### config.mk
export PLATFORM = sky130hd
export DESIGN_NAME = write_back_arbiter
export DESIGN_NICKNAME = d
export VERILOG_FILES = /design/src/common/ppc_isa_pkg.sv /design/src/common/ppc_ooo_pkg.sv /design/src/hdl/write_back_arbiter.sv
export VERILOG_INCLUDE_DIRS = /design/src /design/src/common
export SDC_FILE = /design/constraint.sdc
export NUM_CORES = 1
export LEC_CHECK = 0
export ABC_AREA = 1
export BUFFER_PORTS_ARGS = -buffer_cell sky130_fd_sc_hd__buf_2
export CAP_MARGIN = 20
export CORE_MARGIN = 4
export CORE_UTILIZATION = 43
export CTS_BUF_LIST = sky130_fd_sc_hd__clkbuf_16
export CTS_CLUSTER_SIZE = 8
export DETAILED_ROUTE_END_ITERATION = 10
export PLACE_DENSITY = 0.91
export REMOVE_ABC_BUFFERS = 1
export SYNTH_ARGS = -nofsm -noshare
export SYNTH_HDL_FRONTEND = slang
export SYNTH_SLANG_ARGS = --single-unit
### constraint.sdc
create_clock -name clk -period 1.65 [get_ports clk]
set_clock_uncertainty 0.1 [all_clocks]
set_input_delay 0.0825 -clock clk [delete_from_list [all_inputs] [get_ports clk]]
set_output_delay 0.0825 -clock clk [all_outputs]
set_load 0.005 [all_outputs]
### src/common/ppc_settings.svh
`ifndef PPC_SETTINGS_SVH
`define PPC_SETTINGS_SVH

// Datapath and register file
`define PPC_DATA_WIDTH 32
`define PPC_GPR_COUNT 32

// Renaming and reservation stations
`define PPC_RS_ID_WIDTH 4
`define PPC_RS_DEPTH 8

`endif
### src/common/ppc_isa_pkg.sv
`default_nettype none
`include "ppc_settings.svh"

package ppc_isa_pkg;

    typedef logic [0:$clog2(`PPC_GPR_COUNT)-1] reg_addr_t;
    typedef logic [0:5] opcode_t;
    typedef logic [0:9] xo_t;

    localparam opcode_t OPC_ADDI = 6'd14;
    localparam opcode_t OPC_ANDI = 6'd28;
    localparam opcode_t OPC_XFORM = 6'd31;

    // Extended opcodes in bits 21 to 30 with OE clear for add and subf
    localparam xo_t XO_ADD = 10'd266;
    localparam xo_t XO_SUBF = 10'd40;
    localparam xo_t XO_AND = 10'd28;
    localparam xo_t XO_OR = 10'd444;
    localparam xo_t XO_XOR = 10'd316;

    typedef enum logic {AS_ADD, AS_SUB} add_sub_op_t;
    typedef enum logic [1:0] {LOG_AND, LOG_OR, LOG_XOR} log_op_t;
    typedef enum logic {UNIT_ADD_SUB, UNIT_LOG} unit_t;

    typedef struct packed {
        unit_t unit;
        reg_addr_t result_addr;
        reg_addr_t ra_addr;
        reg_addr_t rb_addr;
        logic use_imm;
        logic [0:`PPC_DATA_WIDTH-1] imm;
        logic ra_zero;
        add_sub_op_t add_sub_op;
        log_op_t log_op;
    } decode_t;

endpackage

`default_nettype wire

### src/common/ppc_ooo_pkg.sv
`default_nettype none
`include "ppc_settings.svh"

package ppc_ooo_pkg;

    typedef logic [0:`PPC_RS_ID_WIDTH-1] rs_id_t;
    typedef logic [0:`PPC_DATA_WIDTH-1] data_t;

    // Value is only meaningful once valid, otherwise rs_id names the producer
    typedef struct packed {
        data_t value;
        logic valid;
        rs_id_t rs_id;
    } operand_t;

    typedef struct packed {
        rs_id_t rs_id;
        ppc_isa_pkg::reg_addr_t addr;
        data_t value;
    } wb_t;

    typedef struct packed {
        operand_t op_a;
        operand_t op_b;
        ppc_isa_pkg::reg_addr_t result_addr;
        ppc_isa_pkg::add_sub_op_t op;
    } add_sub_entry_t;

    typedef struct packed {
        operand_t op_a;
        operand_t op_b;
        ppc_isa_pkg::reg_addr_t result_addr;
        ppc_isa_pkg::log_op_t op;
    } log_entry_t;

endpackage

`default_nettype wire

### src/hdl/write_back_arbiter.sv
`default_nettype none

module write_back_arbiter (
    input  logic clk,
    input  logic rst_n,
    input  logic as_valid,
    output logic as_ready,
    input  ppc_ooo_pkg::wb_t as_result,
    input  logic log_valid,
    output logic log_ready,
    input  ppc_ooo_pkg::wb_t log_result,
    output logic wb_valid,
    output ppc_ooo_pkg::wb_t wb
);
    logic log_first;

    // Priority flips only when both units compete
    assign as_ready = as_valid && (!log_valid || !log_first);
    assign log_ready = log_valid && (!as_valid || log_first);

    always_ff @(posedge clk or negedge rst_n) begin
        if (!rst_n) begin
            wb_valid <= 1'b0;
            log_first <= 1'b0;
        end else begin
            wb_valid <= as_ready || log_ready;
            if (as_valid && log_valid) begin
                log_first <= !log_first;
            end
        end
    end

    always_ff @(posedge clk) begin
        if (log_ready) begin
            wb <= log_result;
        end else if (as_ready) begin
            wb <= as_result;
        end
    end

    // Each tag completes once, so a repeat means a unit result was taken twice
    assert property (@(posedge clk) disable iff (!rst_n)
        wb_valid |=> !wb_valid || wb.rs_id != $past(wb.rs_id))
        else $error("write_back_arbiter: tag %0d written back twice in a row", wb.rs_id);

endmodule

`default_nettype wire

* Yosys cells after proc, flatten, opt, wreduce, memory -nomap -nowiden
Cells that the tools add are included.
** Operators by class
- Add/subtract/negate cells :: 0
- Multipliers :: 0
- Divide/modulo/power cells :: 0
- Magnitude comparators :: 0
- Equal/unequal tests :: 0
- Shift operators :: 0
- Mux-type cells :: 2
- Bitwise gates (word level) :: 0
- Reduce and logical (&&, ||, !) cells :: 10
** Operators with widths (number)
- $mux 41 :: 2
- $logic_and 1x1->1 :: 3
- $logic_not 1->1 :: 3
- $logic_or 1x1->1 :: 3
- $reduce_bool 2->1 :: 1
** Word-level totals
- Flip-flop bits (word level) :: 43
- Bits in latches :: 0
- Bits in writable memories :: 0
- Bits in read-only memories :: 0
- Output and inout bits :: 44
- Word-level logic and storage cells :: 17
- Memories kept :: 0

* Logic depth before layout (Yosys ltp)
Gate-level depths: netlist (run 1).
- Depth after elaboration :: 5
- Gate-level depth with buffers :: 5
- Depth with buffers taken out :: 4

* Worst setup path after synthesis (run 1)
No wires, ideal clock.
- Path type :: input port to flip-flop
- From :: input port log_valid
- To :: register wb[0] (netlist bit) (enable)
- Library setup time :: 0.380 ns
- Arrival :: 0.793 ns
- Required time :: 1.170 ns
- Setup slack :: 0.376 ns
- Cell stages on the path :: 2
- Path buffers :: 1
- Cell sequence :: buf_6 -> or2_2
** Between the ends
- Longest elaborated chain between the ends :: 4
- Elaborated cells between the ends (all ways) :: 5
- Those cells by class :: reduce/logical: 5
** RTL lines
- start: declaration :: line write_back_arbiter.sv:9 : input logic log_valid,
- $logic_not 1->1 :: line write_back_arbiter.sv:18 : assign as_ready = as_valid && (!log_valid || !log_first);
- $logic_or 1x1->1 :: line write_back_arbiter.sv:18
- $logic_and 1x1->1 :: line write_back_arbiter.sv:18
- $reduce_bool 2->1 (no line) *
- end signal: assignment :: line write_back_arbiter.sv:35 : wb <= log_result;
- end signal: assignment :: line write_back_arbiter.sv:37 : wb <= as_result;
- end: declaration :: line write_back_arbiter.sv:13 : output ppc_ooo_pkg::wb_t wb
Mark *: on every way between the ends. The rest lies on a longest branch, timed or not.
A chain may end at the register's enable or synchronous reset.

* Final worst setup path (run 1)
- From :: register log_first
- To :: output port log_ready
** Between the ends
- Longest elaborated chain between the ends :: 2
** RTL lines
- start: declaration :: line write_back_arbiter.sv:15 : logic log_first;
- start signal: assignment :: line write_back_arbiter.sv:28 : log_first <= !log_first;
- $logic_or 1x1->1 :: line write_back_arbiter.sv:19 : assign log_ready = log_valid && (!as_valid || log_first);
- $logic_and 1x1->1 :: line write_back_arbiter.sv:19
- end: declaration :: line write_back_arbiter.sv:10 : output logic log_ready,
No other way between the ends.

==> results of run 1 <==
[per-stage QoR]
step / cell area, um2 / cells / hold WS (ns)
finish: 2940 / 391 / -0.00115
CTS: 2930 / 391 / 0.0000816
floorplan: 1960 / 176 / -0.313
global route: 2940 / 391 / 0.00220
global placement: 2700 / 374 / -0.225
detailed placement: 2700 / 374 / -0.224
[synthesized netlist by cell type (all sizes together)]
| cell type | n | area [um2] |
|---|---|---|
| buf | 15 | 161 |
| dfrtp | 2 | 50.1 |
| inv | 2 | 7.51 |
| or2 | 1 | 6.26 |
| nand3 | 82 | 455 |
| clkbuf | 2 | 27.5 |
| edfxtp | 41 | 1230 |
| nand2 | 46 | 195 |
| a21oi | 1 | 5.00 |
| xor2 | 1 | 8.76 |
[sequential cells by signal, indices dropped and copies added, names as in the netlist]
signal     count
wb_valid       1
log_first      1
wb            41
[critical path, cell delays in order (launching register included)]
cell and delay (ns):
dfrtp_1 0.46, nand2_8 0.29, nand2_1 0.09, buf_2 0.15
[layer usage]
metal  global-route usage (%)  wire length (um)
met1                     19.4              2210
met2                     35.1              3130
met3                     2.29               317
met4                     8.92                60
met5                        0                 0
[where the power goes]
group          switching (mW)  internal (mW)  leakage, nW
Sequential             0.0712           1.46        0.450
Clock                   0.365          0.546       0.0724
Combinational           0.524          0.372        0.968
[layout by cell type, fill, tap and decap left out]
cell | Yosys | layout
nand2_4 | 3 | 2
xor2_1 | 1 | 1
edfxtp_1 | 41 | 41
inv_2 | 2 | 2
nand2_8 | 0 | 1
buf_4 | 1 | 2
nand3_2 | 9 | 9
dfrtp_1 | 2 | 2
or2_2 | 1 | 1
a21oi_1 | 1 | 1
buf_2 | 2 | 129
clkinv_1 | 0 | 1
clkinv_2 | 0 | 1
clkbuf_16 | 0 | 5
nand3_1 | 73 | 73
inv_1 | 0 | 1
nand2_1 | 43 | 43
dlygate4sd3_1 | 0 | 9
[worst paths after layout]
| kind | start | end | slack [ns] | cells after the start |
|---|---|---|---|---|
| min reg2reg | log_first | log_first | 0.60 | 2 |
| min in group asynchronous | rst_n | log_first | 0.02 | 2 |
| max in group asynchronous | rst_n | wb_valid | 1.33 | 2 |
| min | log_result[24] | wb[24] | -0.001 | 3 |
| max reg2reg | log_first | wb[19] | 0.19 | 4 |
| max | log_first | log_ready | 0.19 | 3 |
[final cells by class]
type | count | area share, %
Sequential cell | 43 | 43.6
Timing Repair Buffer | 140 | 25.5
Multi-Input combinational cell | 131 | 23.1
Clock buffer | 5 | 4.26
Tap cell | 67 | 2.85
Clock inverter | 3 | 0.426
Inverter | 2 | 0.255
[cells by family after synthesis]
logic type,count (synthesis),share of synthesized area (%)
compound gates,1,0.233
xor+xnor,1,0.408
buf+inv,19,9.14
flops,43,59.6
simple gates,129,30.6
[repair_timing]
item,in CTS,in global routing
buffers inserted,0,0
hold buffers,9,0
resized for setup,0,1
endpoints found under the setup margin,0,1
hold endpoints to repair,10,0
==> flow_summary.json, run 1 <==
{
  "antenna_left": 0,
  "grt_usage_pct": 18.3,
  "clk_path_buf_depth": 2,
  "drt-initial-drc-count": 125,
  "status": "complete, but fails checks",
  "io_buffers": 129,
  "arrival_ns": 1.27,
  "p_leak_nw": 1.49,
  "rsz0062_at_grt": "false",
  "critical_path_required_ns": 1.47,
  "layout_setup_ws_ns": 0.193,
  "ys_types": 15,
  "io_pins": 130,
  "clock.fmax_mhz": 686,
  "hold_viol_final": 2,
  "wire_per_inst_um": 14.6,
  "grt_max_degree": 43,
  "area_growth_pct": 36.9,
  "preCtsSetupSlack_ns": 0.267,
  "yosysWarnings": 0,
  "antenna_found_initial": 0,
  "ys_ff_latch": 43,
  "path_max_fanout": 42,
  "h-tree-depth": 2,
  "fp.coreArea_um2": 4790,
  "nFillCells": 409,
  "ys_seq_area_share_pct": 59.6,
  "fin_setup_tns_ns": 0,
  "cts_root_buffer": "clkbuf_16",
  "drive_gt1_share_pct": 46.9,
  "drc": 0,
  "hp-class": "in -> reg",
  "crit_type": "reg -> out",
  "cap_violations": 0,
  "clkSinkCount": 43,
  "finalPower_mw": 3.34,
  "routed_wl_um": 5710,
  "numCtsBuffers": 5,
  "peakVddDrop_mv": 0.840,
  "drv_slew": 0,
  "relSlewSlack_pct": 65.4,
  "clkSlewWorstSetupHoldPaths_ns": 0.06,
  "syn_inst": 193,
  "startpoint_type": "flip-flop",
  "hpwl_um": 3910,
  "grt_overflow": 0,
  "start_util_pct": 44.9,
  "post-route-min-period_ns": 1.46,
  "multi_input_area_um2": 679,
  "avgSynthCellArea_um2": 11.1,
  "setup_viol": 0,
  "grt_pass1_wl_um": 8910,
  "cts_tree": "yes",
  "gp_congestion": 0.777,
  "final_net_count": 409,
  "worstSkewPairLatency_ns": 0.27,
  "worst_slew_pin_slew_ns": 0.519,
  "rows": 25,
  "crit_path_end_kind": "primary output",
  "die_h_um": 78.7,
  "syn_area_um2": 2150,
  "diodes": 0,
  "first_global_vias": 1992,
  "violations": "negative hold slack",
  "die-width_um": 78.7,
  "seq_area_um2": 1280,
  "drtPass1Iterations": 4,
  "powerDensity_nw_per_um2": 1140,
  "finalCritPeriodShare_pct": 88.3,
  "viasPerCell": 5.03,
  "vias": 1967,
  "dieArea_um2": 6190,
  "holdWs_ns": -0.00115,
  "fin_util_pct": 61.4
}
(Power assumes the default switching activity.)
==> run 2, diff against run 1 <==
- CORE_UTILIZATION: 43 -> 40
- PLACE_DENSITY: 0.91 -> 0.86
==> flow_summary.json, run 2 (same netlist as run 1, synthesis figures left out) <==
{
  "status": "complete, no violations",
  "hpwl_um": 3950,
  "top_regs": "wb: 41 flops, log_first: 1 flops, wb_valid: 1 flops",
  "hold_viol_final": 0,
  "drv_slew": 0,
  "cts_root_buffer": "clkbuf_16",
  "clkSlewWorstSetupHoldPaths_ns": 0.06,
  "path_cells": "nand2_4 > nand2_1 > buf_2",
  "viasPerCell": 4.93,
  "io_buffers": 129,
  "drt-initial-drc-count": 158,
  "clk_path_buf_depth": 2,
  "regMostFlops": "wb",
  "die-width_um": 81.3,
  "antenna_left": 0,
  "start_util_pct": 41.5,
  "drtPass1Iterations": 4,
  "cp_slowest_cell": "dfrtp_1",
  "first_global_vias": 1850,
  "cap_violations": 0,
  "dieArea_um2": 6610,
  "finalPower_mw": 3.33,
  "hp-class": "in -> reg",
  "fp.coreArea_um2": 5170,
  "post-route-min-period_ns": 1.57,
  "die_h_um": 81.3,
  "cp_slowest_stage_delay_ns": 0.42,
  "diodes": 0,
  "path_max_fanout": 42,
  "pwr-share-clk_pct": 27.5,
  "grt_max_degree": 43,
  "arrival_ns": 1.39,
  "intPower_mw": 2.38,
  "gp_congestion": 0.738,
  "p_leak_nw": 1.52,
  "area_growth_pct": 39.6,
  "final_cell_mix": "buf_2, nand3_1, nand2_1",
  "h-tree-depth": 2,
  "fin_util_pct": 58.0,
  "peakVddDrop_mv": 0.671,
  "preCtsSetupSlack_ns": 0.275,
  "drive_gt1_share_pct": 46.2,
  "placed_cells": 379,
  "fin_cells": 401,
  "layout.cells.most_common": "buf_2",
  "rows": 26,
  "grt_usage_pct": 16.5,
  "numCtsBuffers": 5,
  "cts.hold.buffers_added": 14,
  "nFillCells": 441,
  "startpoint_type": "flip-flop",
  "wire_per_inst_um": 14.0,
  "critical_path_required_ns": 1.47,
  "largest_reg_flops": 41,
  "crit_path_end_kind": "primary output",
  "postCtsSetupBuffers": 0,
  "holdWs_ns": 0.00170,
  "place_area_um2": 2720,
  "p_comb_share_pct": 26.8,
  "p_sw_share_pct": 28.5,
  "relSlewSlack_pct": 66.6,
  "cts_tree": "yes",
  "cts_resized": 0,
  "drc": 0,
  "grt_overflow": 0,
  "io_pins": 130,
  "setup_viol": 0,
  "rsz0062_at_grt": "false",
  "routed_wl_um": 5620,
  "fin_setup_tns_ns": 0,
  "final_net_count": 416,
  "switchingPower_mw": 0.949,
  "clkSinkCount": 43,
  "worstSkewPairLatency_ns": 0.28,
  "powerDensity_nw_per_um2": 1110,
  "antenna_found_initial": 0,
  "finalCritPeriodShare_pct": 95.2,
  "vias": 1975,
  "pwr-share-seq_pct": 45.6,
  "grt_pass1_wl_um": 8410,
  "layout_setup_ws_ns": 0.0787,
  "crit_type": "reg -> out",
  "worst_slew_pin_slew_ns": 0.501,
  "clock.fmax_mhz": 636,
  "final_cell_area_um2": 3000
}
==> run 2: cell count changes in the layout (fill, tap and decap cells not counted) <==
| cell | delta |
|---|---|
| nand2_8 | -1 |
| clkinv_2 | -1 |
| clkinv_1 | +1 |
| buf_4 | +2 |
| dlygate4sd3_1 | +5 |
| nand2_4 | +1 |
==> run 2: area by class of cell <==
class	instances	area, um2	share of cell area (%)
Sequential cell	43	1280	42.7
Clock buffer	5	125	4.17
Tap cell	70	87.6	2.92
Timing Repair Buffer	147	816	27.2
Clock inverter	3	11.3	0.375
Multi-Input combinational cell	131	671	22.4
Inverter	2	7.51	0.250
==> run 2: worst paths after layout <==
path	endpoint	slack (ns)	start	cells after the start
max in group asynchronous	wb_valid	1.33	rst_n	2
worst min register to register	log_first	0.55	log_first	2
worst max-delay path	log_ready	0.08	log_first	3
worst max register to register	wb[4]	0.25	log_first	4
worst min-delay path	wb[14]	0.002	as_result[14]	3
min in group asynchronous	log_first	0.03	rst_n	2
==> run 2: power groups by stage <==
stage / clock, mW / sequential (mW) / combinational, mW
global placement: 0 / 1.54 / 0.842
detailed placement: 0 / 1.54 / 0.870
CTS: 0.930 / 1.52 / 0.898
finish: 0.917 / 1.52 / 0.893
floorplan: 0 / 1.57 / 0.401
global route: 0.989 / 1.53 / 1.00
==> run 2: worst max-delay path: cells and delay by family (launching register included) <==
| family | cells | cell delay, ns |
|---|---|---|
| buffers and inverters | 1 | 0.16 |
| and+or+nand+nor | 2 | 0.51 |
| DFF | 1 | 0.42 |
==> run 2: routing by layer <==
layer  track usage, %  part of all wire [%]
met1             19.7                    38
met2             28.7                    51
met3             3.88                   8.6
met4             6.08                   1.9
met5                0                     0
==> run 3, diff against run 2 <==
- BUFFER_PORTS_ARGS: -buffer_cell sky130_fd_sc_hd__buf_2 -> default
- DONT_BUFFER_PORTS: default -> 1
- PLACE_DENSITY: 0.86 -> 0.65
==> flow_summary.json, run 3 (same netlist as run 1, synthesis figures left out) <==
{
  "final_net_count": 355,
  "startpoint_type": "flip-flop",
  "largest_reg_flops": 41,
  "grt_pass1_wl_um": 9150,
  "min_from": "log_valid",
  "hpwl_um": 3220,
  "regMostFlops": "wb",
  "grt_max_degree": 43,
  "postCtsSetupBuffers": 0,
  "drt-initial-drc-count": 127,
  "drtPass1Iterations": 4,
  "cts_tree": "yes",
  "clk_path_buf_depth": 2,
  "numCtsBuffers": 5,
  "io_pins": 130,
  "preCtsSetupSlack_ns": 0.270,
  "peakVddDrop_mv": 0.665,
  "holdPathStages": 1,
  "cap_violations": 0,
  "first_global_vias": 1869,
  "cp_slowest_stage_delay_ns": 0.43,
  "relSlewSlack_pct": 34.0,
  "rsz0062_at_grt": "false",
  "clkSinkCount": 43,
  "cts.hold.buffers_added": 86,
  "drv_slew": 0,
  "critical_path_required_ns": 1.47,
  "hp-class": "in -> out",
  "crit_type": "reg -> out",
  "grt_overflow": 0,
  "antenna_left": 0,
  "crit_path_end_kind": "primary output",
  "cp_slowest_cell": "dfrtp_1",
  "top_regs": "wb: 41 flops, log_first: 1 flops, wb_valid: 1 flops",
  "diodes": 0,
  "io_buffers": 0,
  "setup_viol": 0,
  "start_util_pct": 41.5,
  "place_area_um2": 2050,
  "regToRegSetupSlack_ns": 0.23,
  "cts_resized": 0,
  "drive_gt1_share_pct": 7.84,
  "clkSlewWorstSetupHoldPaths_ns": 0.05,
  "status": "complete, no violations",
  "gp_congestion": 0.657,
  "antenna_found_initial": 0,
  "path_max_fanout": 42,
  "viasPerCell": 5.36,
  "fp.coreArea_um2": 5170,
  "dieArea_um2": 6610,
  "vias": 1811,
  "wire_per_inst_um": 17.9,
  "rows": 26,
  "path_cells": "nand2_4 > nand2_1",
  "grt_usage_pct": 18.3,
  "post-route-min-period_ns": 1.47,
  "layout_setup_ws_ns": 0.176,
  "routed_wl_um": 6070,
  "worst_slew_pin_slew_ns": 0.989,
  "r2r_end": "wb[8]",
  "final_cell_mix": "dlygate4sd3_1, nand3_1, nand2_1",
  "drc": 0,
  "nFillCells": 407,
  "layout.cells.most_common": "dlygate4sd3_1",
  "die-width_um": 81.3,
  "reg2reg_from": "log_first",
  "die_h_um": 81.3,
  "reg2reg_depth": 4,
  "startpoint": "log_first",
  "worstSkewPairLatency_ns": 0.27,
  "cts_root_buffer": "clkbuf_16",
  "clock.fmax_mhz": 678,
  "fin_setup_tns_ns": 0,
  "area_growth_pct": 41.8,
  "arrival_ns": 1.29,
  "final_cell_area_um2": 3050,
  "p_leak_nw": 1.29,
  "finalCritPeriodShare_pct": 89.3,
  "powerDensity_nw_per_um2": 1050,
  "h-tree-depth": 2,
  "hold_viol_final": 0,
  "whs_endpoint": "as_ready"
}
-- run 3: cell count changes in the layout (fill, tap and decap cells not counted) --
cell / previous run / this run
buf_2: 129 / 0
clkinv_1: 2 / 0
buf_12: 0 / 1
buf_4: 4 / 0
dlygate4sd3_1: 14 / 85
-- run 3: where the power goes --
part | internal [mW] | switching, mW
sequential | 1.47 | 0.133
combinational | 0.294 | 0.419
clock | 0.537 | 0.351
total | 2.30 | 0.902
-- run 3: worst max path at each step --
stage | cells past startpoint | endpoint
after floorplan | 4 | wb[0]
after CTS | 2 | log_ready
after global routing | 2 | log_ready
after global placement | 3 | wb[13]
after detailed placement | 4 | wb[21]
final | 2 | log_ready
-- run 3: through the flow --
| step | hold WS [ns] | std cells | utilization, % | total power [mW] |
|---|---|---|---|---|
| after floorplan | -0.313 | 176 | - | 1.98 |
| after global placement | -0.313 | 246 | 39.6 | 2.12 |
| after detailed placement | -0.313 | 246 | 39.6 | 2.14 |
| after CTS | 0.130 | 338 | 58.9 | 3.22 |
| after global routing | 0.149 | 338 | 58.9 | 3.38 |
| final | 0.130 | 338 | 58.9 | 3.20 |
-- run 3: per-layer routing --
metal	vias up	GRT usage [%]	wire length, um
li1	836	-	-
met1	840	20.1	2270
met2	117	33.6	3180
met3	18	5.10	474
met4	0	6.25	147
met5	-	0	0
-- run 3: layout make-up --
class / instances / area (um2) / share of cell area, %
Clock inverter: 1 / 3.75 / 0.123
Timing Repair Buffer: 86 / 871 / 28.6
Tap cell: 70 / 87.6 / 2.87
Clock buffer: 5 / 125 / 4.11
Sequential cell: 43 / 1280 / 42.1
Multi-Input combinational cell: 131 / 671 / 22.0
Inverter: 2 / 7.51 / 0.246
-- run 3: critical path: cells and delay by family (launching register included) --
family	cells	cell delay [ns]
DFF	1	0.43
and+or+nand+nor	2	0.57
