<file path="src/common/ppc_settings.svh">
`ifndef PPC_SETTINGS_SVH
`define PPC_SETTINGS_SVH

// Datapath and register file
`define PPC_DATA_WIDTH 32
`define PPC_GPR_COUNT 32

// Renaming and reservation stations
`define PPC_RS_ID_WIDTH 4
`define PPC_RS_DEPTH 8

`endif
</file>
<file path="src/common/ppc_isa_pkg.sv">
`default_nettype none
`include "ppc_settings.svh"

package ppc_isa_pkg;

    typedef logic [0:$clog2(`PPC_GPR_COUNT)-1] reg_addr_t;
    typedef logic [0:5] opcode_t;
    typedef logic [0:9] xo_t;

    localparam opcode_t OPC_ADDI = 6'd14;
    localparam opcode_t OPC_ANDI = 6'd28;
    localparam opcode_t OPC_XFORM = 6'd31;

    // Extended opcodes in bits 21 to 30 with OE clear for add and subf
    localparam xo_t XO_ADD = 10'd266;
    localparam xo_t XO_SUBF = 10'd40;
    localparam xo_t XO_AND = 10'd28;
    localparam xo_t XO_OR = 10'd444;
    localparam xo_t XO_XOR = 10'd316;

    typedef enum logic {AS_ADD, AS_SUB} add_sub_op_t;
    typedef enum logic [1:0] {LOG_AND, LOG_OR, LOG_XOR} log_op_t;
    typedef enum logic {UNIT_ADD_SUB, UNIT_LOG} unit_t;

    typedef struct packed {
        unit_t unit;
        reg_addr_t result_addr;
        reg_addr_t ra_addr;
        reg_addr_t rb_addr;
        logic use_imm;
        logic [0:`PPC_DATA_WIDTH-1] imm;
        logic ra_zero;
        add_sub_op_t add_sub_op;
        log_op_t log_op;
    } decode_t;

endpackage

`default_nettype wire

</file>
<file path="src/common/ppc_ooo_pkg.sv">
`default_nettype none
`include "ppc_settings.svh"

package ppc_ooo_pkg;

    typedef logic [0:`PPC_RS_ID_WIDTH-1] rs_id_t;
    typedef logic [0:`PPC_DATA_WIDTH-1] data_t;

    // Value is only meaningful once valid, otherwise rs_id names the producer
    typedef struct packed {
        data_t value;
        logic valid;
        rs_id_t rs_id;
    } operand_t;

    typedef struct packed {
        rs_id_t rs_id;
        ppc_isa_pkg::reg_addr_t addr;
        data_t value;
    } wb_t;

    typedef struct packed {
        operand_t op_a;
        operand_t op_b;
        ppc_isa_pkg::reg_addr_t result_addr;
        ppc_isa_pkg::add_sub_op_t op;
    } add_sub_entry_t;

    typedef struct packed {
        operand_t op_a;
        operand_t op_b;
        ppc_isa_pkg::reg_addr_t result_addr;
        ppc_isa_pkg::log_op_t op;
    } log_entry_t;

endpackage

`default_nettype wire

</file>
<file path="src/execute/add_sub_unit.sv">
`default_nettype none

module add_sub_unit (
    input  logic clk,
    input  logic rst_n,
    input  logic issue_valid,
    output logic issue_ready,
    input  ppc_ooo_pkg::add_sub_entry_t issue_entry,
    input  ppc_ooo_pkg::rs_id_t issue_rs_id,
    output logic result_valid,
    input  logic result_ready,
    output ppc_ooo_pkg::wb_t result
);
    import ppc_isa_pkg::*;

    assign issue_ready = !result_valid || result_ready;

    always_ff @(posedge clk or negedge rst_n) begin
        if (!rst_n) begin
            result_valid <= 1'b0;
        end else if (issue_ready) begin
            result_valid <= issue_valid;
        end
    end

    always_ff @(posedge clk) begin
        if (issue_valid && issue_ready) begin
            result.rs_id <= issue_rs_id;
            result.addr <= issue_entry.result_addr;
            // subf computes rb - ra
            if (issue_entry.op == AS_SUB) begin
                result.value <= issue_entry.op_b.value - issue_entry.op_a.value;
            end else begin
                result.value <= issue_entry.op_a.value + issue_entry.op_b.value;
            end
        end
    end

endmodule

`default_nettype wire

</file>
<file path="config.mk">
export PLATFORM = sky130hd
export DESIGN_NAME = add_sub_unit
export DESIGN_NICKNAME = d
export VERILOG_FILES = /design/src/common/ppc_isa_pkg.sv /design/src/common/ppc_ooo_pkg.sv /design/src/execute/add_sub_unit.sv
export VERILOG_INCLUDE_DIRS = /design/src /design/src/common
export SDC_FILE = /design/constraint.sdc
export NUM_CORES = 1
export LEC_CHECK = 0
export BUFFER_PORTS_ARGS = -buffer_cell sky130_fd_sc_hd__buf_2
export CAP_MARGIN = 5
export CORE_MARGIN = 5
export CORE_UTILIZATION = 52
export CTS_BUF_LIST = sky130_fd_sc_hd__clkbuf_2
export CTS_CLUSTER_SIZE = 25
export DETAILED_ROUTE_END_ITERATION = 8
export PLACE_DENSITY = 0.84
export SLEW_MARGIN = 10
export SYNTH_ARGS = -nofsm -noshare
export SYNTH_HDL_FRONTEND = slang
export SYNTH_SLANG_ARGS = --single-unit
</file>
<file path="constraint.sdc">
create_clock -name clk -period 3.4 [get_ports clk]
set_clock_uncertainty 0.15 [all_clocks]
set_input_delay 0.68 -clock clk [delete_from_list [all_inputs] [get_ports clk]]
set_output_delay 0.68 -clock clk [all_outputs]
set_load 0.02 [all_outputs]
</file>
==> Yosys cells after proc, flatten, opt, wreduce, memory -nomap -nowiden <==
Cells that the tools add are included.
{ "classes": {"addsub": 2, "n_reduce_logical": 3, "mux": 1} }
{ "op_table": {"columns": ["op", "count"], "rows": [
  ["32-bit adder", 1],
  ["32-bit two-way mux", 1],
  ["32-bit subtractor", 1],
  ["1-bit logical AND", 1],
  ["1-bit zero test", 1],
  ["1-bit logical OR", 1]
]} }
{ "word_totals": {"word_cells": 10, "reg_bits": 42, "out_inout_bits": 43, "input_bits": 88} }

==> Logic depth before layout (Yosys ltp) <==
Gate-level depths: netlist of run 1.
{ "depth": {"ltp_word": 3, "depth_mapped": 19, "ltp_nobuf": 19} }

==> Least setup slack after synthesis of run 1 <==
OpenSTA, ideal clock, no wires.
{ "synth_timing": {"path_kind": "input-to-reg", "from": "input port issue_entry[48] in the netlist's numbering", "to": "register result[29] in the netlist's numbering, data pin", "n_path_buf": 0, "slack_ps": -815, "arrival_ps": 3800, "setup_ps": 265, "required_ps": 2985, "cell_stages": 19, "path_cell_list": "inv_1 ha_1 nand2b_1 or4_4 nor3b_2 and3b_1 a21o_2 o21a_1 xor2_1 ha_1 and3_1 a21oi_1 nand2_1 nor3_1 o21a_1 o21ai_0 a21oi_1 o21ai_0 xor2_1"} }
{ "synth_via": {"elab_chain_len": 2, "elab_cells_between_ends": 3, "cone_classes": "add/sub: 2; mux: 1"} }
{ "synth_rtl": {"columns": ["element", "line", "source"], "rows": [
  ["start: declaration", "add_sub_unit.sv:8", "input ppc_ooo_pkg::add_sub_entry_t issue_entry,"],
  ["32-bit adder or 32-bit subtractor (tied branches)", "add_sub_unit.sv:34, add_sub_unit.sv:32", null],
  ["32-bit two-way mux (*)", "add_sub_unit.sv:31", "if (issue_entry.op == AS_SUB) begin"],
  ["end: declaration", "add_sub_unit.sv:12", "output ppc_ooo_pkg::wb_t result"]
]} }
Mark *: on every way between the ends. The rest lies on a longest branch, timed or not.
A chain may end at the register's enable or synchronous reset.

==> Worst setup path in the final report of run 1 <==
{ "layout_timing": {"from": "input port issue_entry[48] in the netlist's numbering", "to": "register result[25] in the netlist's numbering, data pin"} }
The elaborated chain is that of the path after synthesis.

==> results of run 1 <==
-- layer usage --
metal | wire length [um] | share of wire (%) | track usage (%)
met5 | 0 | 0 | 0
met4 | 1190 | 8.0 | 16.0
met3 | 1330 | 9.0 | 6.07
met2 | 7090 | 48 | 50.8
met1 | 5150 | 35 | 31.9
-- synthesized netlist by cell type, drive strengths merged (4+ instances only) --
cell and count:
xnor2 48, o21ai 26, inv 12, xor2 12, nor3 10, a21oi 42, o21a 5, ha 32
nand2b 7, nor4 6, nand2 24, edfxtp 41, a21o 7, nor2 34, nor2b 5, a41oi 4
and3 4
-- what timing repair did --
item | CTS | global route
pin swaps | 31 | 27
endpoints found under the hold margin | 1 | 0
setup endpoints to repair | 18 | 20
hold buffers | 1 | 0
gates resized for setup | 41 | 31
buffers inserted | 20 | 16
-- logic make-up after synthesis --
family / after synthesis / synth area share [%]
xor+xnor: 60 / 15.0
compound gates: 98 / 18.5
mux: 2 / 0.570
simple gates: 109 / 16.4
buf+inv: 16 / 1.75
fa+ha+maj: 33 / 12.0
flops: 42 / 35.8
-- per-stage QoR --
step,total power [W],worst slack (ns),util [%],std cells
final,0.00222,-0.880,85.2,709
after global routing,0.00231,-0.970,85.2,709
after CTS,0.00204,-0.472,82.1,699
after detailed placement,0.00173,-1.05,77.2,672
after global placement,0.00169,-0.948,77.2,672
after floorplan,0.00129,-0.676,-,360
-- critical path: cells and delay by family --
| kind | cells | cell delay [ns] |
|---|---|---|
| xor+xnor | 1 | 0.28 |
| compound gates | 7 | 1.52 |
| fa+ha+maj | 2 | 0.52 |
| simple gates | 5 | 0.91 |
| buf+inv | 4 | 0.42 |
-- power by group --
| group | leakage [nW] | internal (W) | switching, W |
|---|---|---|---|
| Clock | 0.0327 | 0.0000517 | 0.000185 |
| Combinational | 2.21 | 0.000604 | 0.000686 |
| Sequential | 0.401 | 0.000673 | 0.0000158 |
-- sequential cells by signal, indices dropped and copies added, names as in the netlist --
name,flops
result_valid,1
result,41
-- area by class of cell --
type / instances / area, um2
multi-input cells: 302 / 2480
clock buffers: 6 / 30.0
repair buffers: 265 / 1750
clock inverters: 2 / 10.0
fillers: 329 / 988
flip-flops and latches: 42 / 1260
inverters: 12 / 62.6
well taps: 80 / 100
-- worst paths after layout --
| kind | to | from |
|---|---|---|
| min | result[34] | issue_entry[3] |
| min reg2reg | result_valid | result_valid |
| min in group asynchronous | result_valid | rst_n |
| max reg2reg | result[37] | result_valid |
| max in group asynchronous | result_valid | rst_n |
| max | result[25] | issue_entry[48] |
==> impl_metrics.yaml, run 1 <==
outcome:
  status: "finished, violations left"
  failed_checks: "negative setup slack"
die:
  io_pins: 131
  rows: 30
  die_h_um: 92.2
  core_area_mm2: 0.00668
  die_w_um: 92.2
  start_util_pct: 52.5
  dieArea_mm2: 0.00850
clock_network:
  htree_levels: 2
  cts_made_buffers: 5
  clkTransAtPathRegs_ns: 0.25
  clockRootBuffer: "clkbuf_2"
  cts_buffer_depth: 2
  clock_latency_ns: 0.42
  cts_tree: "built"
  cts_sinks: 42
critical_path:
  slowest_stage: "or4_4"
  worstPathRequired_ns: 3.47
  endpoint_kind: "flop"
  cp_max_fo: 5
  ff2ff_setup_slack_ns: 1.55
  crit_type: "in -> reg"
  crit_arrival_ns: 4.35
  path_cells: "buf_12 > inv_12 > ha_4 > nand2b_4 > or4_4 > nor3b_4 > buf_4 > nor2_2 > xnor2_1 > ha_2 > a21oi_2 > o211ai_1 > a221o_1 > nor2_1 > o21ai_1 > a31oi_1 > inv_1 > a2111oi_4 > a311oi_2"
  critPathLaunchType: "input port"
  slowest_delay_ns: 0.45
  ff2ff_path_depth: 2
global_routing:
  grt_overflow: 0
  grt_max_degree: 42
  grt_usage_pct: 28.7
  grt_first_pass_wirelength_um: 19400
  antenna_found_initial: 0
  grt_pass1_vias: 4188
cells_and_area:
  antenna_cells: 0
  nets: 749
  layout_common_cells: "buf_4 (134), buf_2 (118), xnor2_1 (45)"
  area_delta_synth_final_pct: 62.2
  final_common_cell: "buf_4"
  fin_area_mm2: 0.00569
  drive_above_1_share_pct: 55.2
synth:
  ys_seq_area_share_pct: 35.8
  synth_edf_count: 41
  synth_area_per_cell_um2: 9.75
  yosys.area.top_type: "edfxtp_1"
  synth_top_area_share_pct: 35.1
  ys_warn_count: 0
  synth_cell_type_count: 54
  ys_ff_latch: 42
  netlist_instances: 360
  synth-async-reset-ratio_pct: 2.38
  syn_area_mm2: 0.00351
  synthFlopType: "edfxtp_1"
  synthesis.nets: 481
  yosys-top-cells-area: "edfxtp_1 (35%), xnor2_1 (12%), ha_1 (11%), a21oi_1 (5.3%), nor2_1 (3.6%)"
run:
  cap_viol_max_count: 0
detailed_routing:
  post-route-drc-count: 0
  vias: 4344
  drt_iter0_drc: 570
  drt_wl_total_um: 14700
  drtAntennaViolNets: 0
  vias_per_cell: 6.13
  wl_per_cell_um: 20.8
  drt_pass1_iterations: 8
timing:
  clock.fmax_mhz: 234
  postLayoutSetupSlackWorst_ns: -0.880
  report.final.setup_viol: 19
  fin_crit_sh_pct: 126
  final-hold-violation-count: 0
  drv_slew: 0
  tightestPinTransition_ns: 0.988
  fin_crit_ns: 4.28
  slew_headroom_pct: 34.1
  whs_ns: 0.254
  fin_tns_setup_ns: -8.98
  rsz0062_at_grt: "true"
pwr:
  peakVddDrop_v: 0.000235
  p_leak_nw: 2.64
  p_per_area_mw_per_mm2: 389
placement:
  io_buffer_count: 120
  gp_congestion: 0.910
  dp_hpwl_um: 8820
  place_area_mm2: 0.00516
worst_hold_path:
  min_path_cells: 1
  worstHoldPathType: "in -> reg"
No activity file was read; power rests on OpenSTA's default activity.
==> run 2: changes to the inputs <==
--- a/config.mk
+++ b/config.mk
@@ -9,11 +9,11 @@
 export BUFFER_PORTS_ARGS = -buffer_cell sky130_fd_sc_hd__buf_2
 export CAP_MARGIN = 5
 export CORE_MARGIN = 5
-export CORE_UTILIZATION = 52
+export CORE_UTILIZATION = 56
 export CTS_BUF_LIST = sky130_fd_sc_hd__clkbuf_2
 export CTS_CLUSTER_SIZE = 25
 export DETAILED_ROUTE_END_ITERATION = 8
-export PLACE_DENSITY = 0.84
+export PLACE_DENSITY = 0.89
 export SLEW_MARGIN = 10
 export SYNTH_ARGS = -nofsm -noshare
 export SYNTH_HDL_FRONTEND = slang
==> impl_metrics.yaml, run 2 <==
die:
  die_h_um: 89.2
  die_w_um: 89.2
  rows: 28
  io_pins: 131
  start_util_pct: 58.3
clock_network:
  cts_buffer_depth: 2
  cts_sinks: 42
  clockRootBuffer: "clkbuf_2"
  htree_levels: 2
  cts_made_buffers: 5
placement:
  io_buffer_count: 120
  dp_hpwl_um: 9900
  gp_congestion: 0.933
  dp_slack_ns: -1.16
  dp.cells: 665
global_routing:
  grt_max_degree: 42
synth:
  netlist_instances: 360
  synth_commonest_cells: "xnor2_1 (48), edfxtp_1 (41), a21oi_1 (37)"
  synth_edf_count: 41
  synthesis.nets: 481
  ys_ff_latch: 42
  yosys-top-cells-area: "edfxtp_1 (35%), xnor2_1 (12%), ha_1 (11%), a21oi_1 (5.3%), nor2_1 (3.6%)"
  synth_top_area_share_pct: 35.1
  yosysMostFrequentCell: "xnor2_1"
  yosys.area.top_type: "edfxtp_1"
  syn_area_mm2: 0.00351
  synth-async-reset-ratio_pct: 2.38
  ys_seq_area_share_pct: 35.8
  synthFlopType: "edfxtp_1"
  synth_area_per_cell_um2: 9.75
  ys_warn_count: 0
  synth_cell_type_count: 54
timing:
  worstEndpointType: "register data pin"
  worst_endpoint: "result[30]$_DFFE_PP_/D"
outcome:
  status: "did not finish"
  stop_stage: "global routing (5_1_grt)"
  error: "[ERROR DPL-0038] Utilization greater than 100%, impossible to legalize"
[run 2: cell counts after synthesis]
No cell type changed its count.
[run 2: logic make-up after synthesis]
family | synth area share [%]
AOI/OAI and AO/OA | 18.5
xor gates and xnor gates | 15.0
adders and majority gates | 12.0
buffers and inverters | 1.75
DFF | 35.8
muxes | 0.570
and+or+nand+nor | 16.4
[run 2: repair_timing]
action | 4_1_cts
pin swaps | 26
hold endpoints to repair | 1
setup endpoints to repair | 20
buffers inserted | 18
gates resized for setup | 46
hold buffers | 1
[run 2: through the flow]
step | setup TNS (ns) | instance area (um2) | util [%]
floorplan | -6.00 | 3600 | -
global placement | -12.96 | 5160 | 85.7
detailed placement | -16.92 | 5160 | 85.7
CTS | -6.72 | 5530 | 91.8
==> run 3: changes to the inputs <==
--- a/config.mk
+++ b/config.mk
@@ -9,11 +9,9 @@
 export BUFFER_PORTS_ARGS = -buffer_cell sky130_fd_sc_hd__buf_2
 export CAP_MARGIN = 5
 export CORE_MARGIN = 5
-export CORE_UTILIZATION = 56
-export CTS_BUF_LIST = sky130_fd_sc_hd__clkbuf_2
-export CTS_CLUSTER_SIZE = 25
+export CORE_UTILIZATION = 40
 export DETAILED_ROUTE_END_ITERATION = 8
-export PLACE_DENSITY = 0.89
+export PLACE_DENSITY_LB_ADDON = 0.15
 export SLEW_MARGIN = 10
 export SYNTH_ARGS = -nofsm -noshare
 export SYNTH_HDL_FRONTEND = slang
==> impl_metrics.yaml, run 3 (synthesized netlist as in run 1, its figures left out) <==
timing:
  postLayoutSetupSlackWorst_ns: -0.642
  final-hold-violation-count: 0
  slew_headroom_pct: 71.5
  fin_crit_sh_pct: 119
  tightestPinTransition_ns: 0.423
  report.final.setup_viol: 19
  rsz0062_at_grt: "true"
  fin_tns_setup_ns: -7.26
  clock.fmax_mhz: 247
  drv_slew: 0
  fin_crit_ns: 4.04
pwr:
  peakVddDrop_v: 0.000172
  p_per_area_mw_per_mm2: 385
  p_leak_nw: 2.70
  p_total_w: 0.00227
worst_hold_path:
  worstHoldPathType: "reg -> reg"
  hold_end: "result_valid"
  min_path_cells: 2
  worstHoldStart: "result_valid"
detailed_routing:
  vias: 3812
  drt_iter0_drc: 176
  drt_wl_total_um: 11500
  wl_per_cell_um: 15.4
  post-route-drc-count: 0
  drt_pass1_iterations: 5
  drtAntennaViolNets: 0
  vias_per_cell: 5.12
global_routing:
  grt_first_pass_wirelength_um: 17900
  antenna_found_initial: 0
  grt_usage_pct: 19.7
  grt_overflow: 0
  grt_max_degree: 31
  grt_pass1_vias: 3808
clock_network:
  clock_latency_ns: 0.29
  clockRootBuffer: "clkbuf_8"
  htree_levels: 2
  cts_made_buffers: 5
  cts_buffer_depth: 2
  clkTransAtPathRegs_ns: 0.10
  cts_tree: "built"
  cts_sinks: 42
cells_and_area:
  largest_reg_flops: 41
  antenna_cells: 0
  top_regs: "result: 41 flops, result_valid: 1 flops"
  drive_above_1_share_pct: 55.8
  area_delta_synth_final_pct: 67.9
  nets: 756
  multiInputGateArea_mm2: 0.00255
  layout_common_cells: "buf_4 (144), buf_2 (118), xnor2_1 (41), edfxtp_1 (41), nor2_1 (30)"
  final_util_pct: 68.3
  top_register: "result"
  final_common_cell: "buf_4"
  fillers: 712
  final-seq-area_mm2: 0.00126
die:
  die_w_um: 104
  start_util_pct: 40.7
  die_h_um: 104
  io_pins: 131
  rows: 34
  dieArea_mm2: 0.0108
  core_area_mm2: 0.00864
critical_path:
  cp.depth: 19
  ff2ff_path_depth: 3
  worstPathRequired_ns: 3.31
  crit_arrival_ns: 3.95
  slowest_delay_ns: 0.44
  ff2ff_setup_slack_ns: 1.63
  critPathLaunchType: "input port"
  path_buf_inv: 2
  path_delay_family: "compound AO/OA/AOI/OAI gates"
  timing.rr.end: "result[24]"
  endpoint_kind: "flop"
  path_cells: "buf_12 > inv_12 > ha_4 > nand2b_4 > or4_4 > nor3b_4 > and3b_2 > a21o_4 > xor2_2 > ha_1 > a21oi_2 > o21a_1 > o21ai_1 > and3_4 > o21ai_2 > o21ai_1 > a31o_2 > a21oi_2 > xnor2_1"
  cp_max_fo: 4
  rr_startpoint: "result_valid"
  slowest_stage: "or4_4"
  crit_type: "in -> reg"
placement:
  gp_congestion: 0.850
  io_buffer_count: 120
  dp_hpwl_um: 9100
  dp_slack_ns: -1.07
outcome:
  status: "finished, violations left"
  failed_checks: "negative setup slack"
run:
  cap_viol_max_count: 0
==> run 3: worst max-delay path by stage <==
stage / startpoint / endpoint / slack (ns)
2_1_floorplan: issue_entry[48] / result[24] / -0.68
3_3_place_gp: issue_entry[48] / result[31] / -0.98
3_5_place_dp: issue_entry[48] / result[31] / -1.07
4_1_cts: issue_entry[48] / result[31] / -0.63
5_1_grt: issue_entry[48] / result[31] / -0.84
6_report: issue_entry[48] / result[31] / -0.64
==> run 3: layout make-up <==
type                            instances  share of cell area [%]
Clock buffer                            6                    1.40
Sequential cell                        42                    21.3
Multi-Input combinational cell        302                    43.3
Clock inverter                          2                   0.212
Tap cell                              108                    2.29
Inverter                               12                    1.06
Timing Repair Buffer                  272                    30.4
==> run 3: routing by layer <==
metal  wire, um  global-route usage, %  part of all wire (%)  vias up
li1           -                      -                     -     1871
met1       4700                   24.9                    41     1797
met5          0                      0                     0        -
met2       5840                   34.6                    51      117
met4        299                   5.00                   2.6        0
met3        646                   3.67                   5.6       27
==> run 3: report_power, final <==
part,internal (W),switching (W),leakage [nW],total (W)
combinational,0.000610,0.000610,2.25,0.00122
clock,0.000164,0.000196,0.0472,0.000360
sequential,0.000673,0.0000161,0.401,0.000690
total,0.00145,0.000822,2.70,0.00227
==> run 3: worst register-to-register path, delay by kind of cell, from the launching register on <==
kind          cells  cell delay, ns
simple gates      2            0.46
flops             1            0.38
buf+inv           1            0.42
==> run 3: metrics by stage <==
stage / instances / hold WS, ns / area (um2)
after floorplan: 360 / 0.234 / 3600
after global placement: 714 / 0.304 / 5300
after detailed placement: 714 / 0.308 / 5300
after CTS: 731 / 0.392 / 5560
after global routing: 744 / 0.390 / 5890
final: 744 / 0.396 / 5890
==> run 3: repair_timing <==
action / 4_1_cts / 5_1_grt
hold endpoints to repair: 1 / 0
setup buffers: 8 / 14
gates resized for setup: 25 / 46
pin swaps: 17 / 34
endpoints found under the setup margin: 20 / 21
hold buffers: 1 / 0
==> run 4: changes to the inputs <==
--- a/config.mk
+++ b/config.mk
@@ -6,11 +6,11 @@
 export SDC_FILE = /design/constraint.sdc
 export NUM_CORES = 1
 export LEC_CHECK = 0
-export BUFFER_PORTS_ARGS = -buffer_cell sky130_fd_sc_hd__buf_2
+export BUFFER_PORTS_ARGS = -buffer_cell sky130_fd_sc_hd__clkbuf_2
 export CAP_MARGIN = 5
-export CORE_MARGIN = 5
 export CORE_UTILIZATION = 40
 export DETAILED_ROUTE_END_ITERATION = 8
+export GPL_TIMING_DRIVEN = 0
 export PLACE_DENSITY_LB_ADDON = 0.15
 export SLEW_MARGIN = 10
 export SYNTH_ARGS = -nofsm -noshare
==> impl_metrics.yaml, run 4 (synthesized netlist as in run 1, its figures left out) <==
die:
  io_pins: 131
  die_h_um: 95.7
  core_area_mm2: 0.00834
  dieArea_mm2: 0.00916
  start_util_pct: 42.1
  rows: 33
  die_w_um: 95.7
clock_network:
  cts_made_buffers: 5
  htree_levels: 2
  clkTransAtPathRegs_ns: 0.09
  cts_tree: "built"
  clockRootBuffer: "clkbuf_8"
  cts_sinks: 42
  cts_buffer_depth: 2
  clock_latency_ns: 0.30
detailed_routing:
  drtAntennaViolNets: 0
  wl_per_cell_um: 15.5
  drt_wl_total_um: 9950
  drt_pass1_iterations: 4
  vias: 3376
  post-route-drc-count: 0
  vias_per_cell: 5.26
  drt_iter0_drc: 138
timing:
  clock.fmax_mhz: 240
  rsz0062_at_grt: "true"
  report.final.setup_viol: 18
  fin_crit_sh_pct: 123
  tightestPinTransition_ns: 0.614
  final-hold-violation-count: 0
  fin_crit_ns: 4.17
  slew_headroom_pct: 58.8
  postLayoutSetupSlackWorst_ns: -0.773
  drv_slew: 0
worst_hold_path:
  worstHoldPathType: "reg -> reg"
  min_path_cells: 2
  worstHoldStart: "result_valid"
  hold_end: "result_valid"
placement:
  dp_hpwl_um: 7320
  dp.cells: 586
  io_buffer_count: 120
  gp_congestion: 0.894
cells_and_area:
  nets: 657
  fillers: 743
  top_register: "result"
  final_common_cell: "clkbuf_2"
  area_delta_synth_final_pct: 49.1
  drive_above_1_share_pct: 49.7
  antenna_cells: 0
  final-seq-area_mm2: 0.00126
  largest_reg_flops: 41
  layout_common_cells: "clkbuf_2 (118), xnor2_1 (43), buf_4 (43)"
  top_regs: "result: 41 flops, result_valid: 1 flops"
  multiInputGateArea_mm2: 0.00261
  final_util_pct: 62.8
  fin_cells: 642
critical_path:
  ff2ff_path_depth: 3
  critPathLaunchType: "input port"
  crit_arrival_ns: 4.06
  rr_startpoint: "result_valid"
  timing.rr.end: "result[21]"
  cp_max_fo: 5
  endpoint_kind: "flop"
  ff2ff_setup_slack_ns: 1.80
  crit_type: "in -> reg"
  worstPathRequired_ns: 3.29
global_routing:
  grt_pass1_vias: 3199
  antenna_found_initial: 0
  grt_first_pass_wirelength_um: 15000
  grt_usage_pct: 21.4
  grt_max_degree: 30
  grt_overflow: 0
pwr:
  p_leak_nw: 2.26
  peakVddDrop_v: 0.000251
  p_per_area_mw_per_mm2: 408
outcome:
  status: "finished, violations left"
  failed_checks: "negative setup slack"
run:
  cap_viol_max_count: 0
-- run 4: per-stage QoR --
stage	power, W	worst slack [ns]	setup TNS [ns]	cell area [um2]	hold WS [ns]
after global placement	0.00151	-1.33	-18.96	4330	0.305
after CTS	0.00205	-0.812	-8.71	4910	0.391
after global routing	0.00226	-0.948	-10.99	5230	0.381
after floorplan	0.00129	-0.676	-6.00	3600	0.234
final	0.00214	-0.773	-8.21	5230	0.393
after detailed placement	0.00152	-1.37	-19.56	4360	0.305
-- run 4: area by class of cell --
cell class	count	share of cell area (%)
inverters	12	1.20
multi-input cells	302	49.8
clock buffers	6	1.39
repair buffers	169	19.8
clock inverters	2	0.717
flip-flops and latches	42	24.0
well taps	105	2.51
plain buffers	4	0.598
-- run 4: worst max-delay path: stages --
cell and delay [ns]:
clkbuf_16 0.14, inv_12 0.05, ha_4 0.13, nand2b_4 0.05, or4_4 0.44, nor3b_4 0.23, buf_6 0.14, nor2_4 0.04
xnor2_2 0.23, ha_4 0.26, a21oi_2 0.18, o211ai_1 0.12, a221o_1 0.41, nor2_1 0.12, o21ai_1 0.09, a31oi_1 0.19
inv_1 0.11, a2111oi_4 0.37, a311oi_2 0.08
-- run 4: per-layer routing --
metal | up-vias | global-route usage, % | wire, um
li1 | 1682 | - | -
met1 | 1581 | 27.0 | 4420
met2 | 102 | 37.3 | 4890
met3 | 11 | 3.59 | 471
met4 | 0 | 6.09 | 161
met5 | - | 0 | 0
-- run 4: repair_timing --
item,in CTS,in global routing
setup buffers,33,17
endpoints found under the hold margin,1,0
pin swaps,40,47
endpoints found under the setup margin,22,22
gates resized for setup,50,43
hold buffers,1,0
-- run 4: worst max-delay path by stage --
stage,startpoint,to
5_1_grt,issue_entry[48],result[25]
4_1_cts,issue_entry[48],result[30]
3_5_place_dp,issue_entry[48],result[29]
6_report,issue_entry[48],result[25]
2_1_floorplan,issue_entry[48],result[24]
3_3_place_gp,issue_entry[48],result[29]
-- run 4: where the power goes --
part	internal, W	leakage (nW)	switching (W)	total (W)
Combinational	0.000473	1.81	0.000560	0.00103
Clock	0.000220	0.0514	0.000195	0.000415
Sequential	0.000673	0.401	0.0000166	0.000690
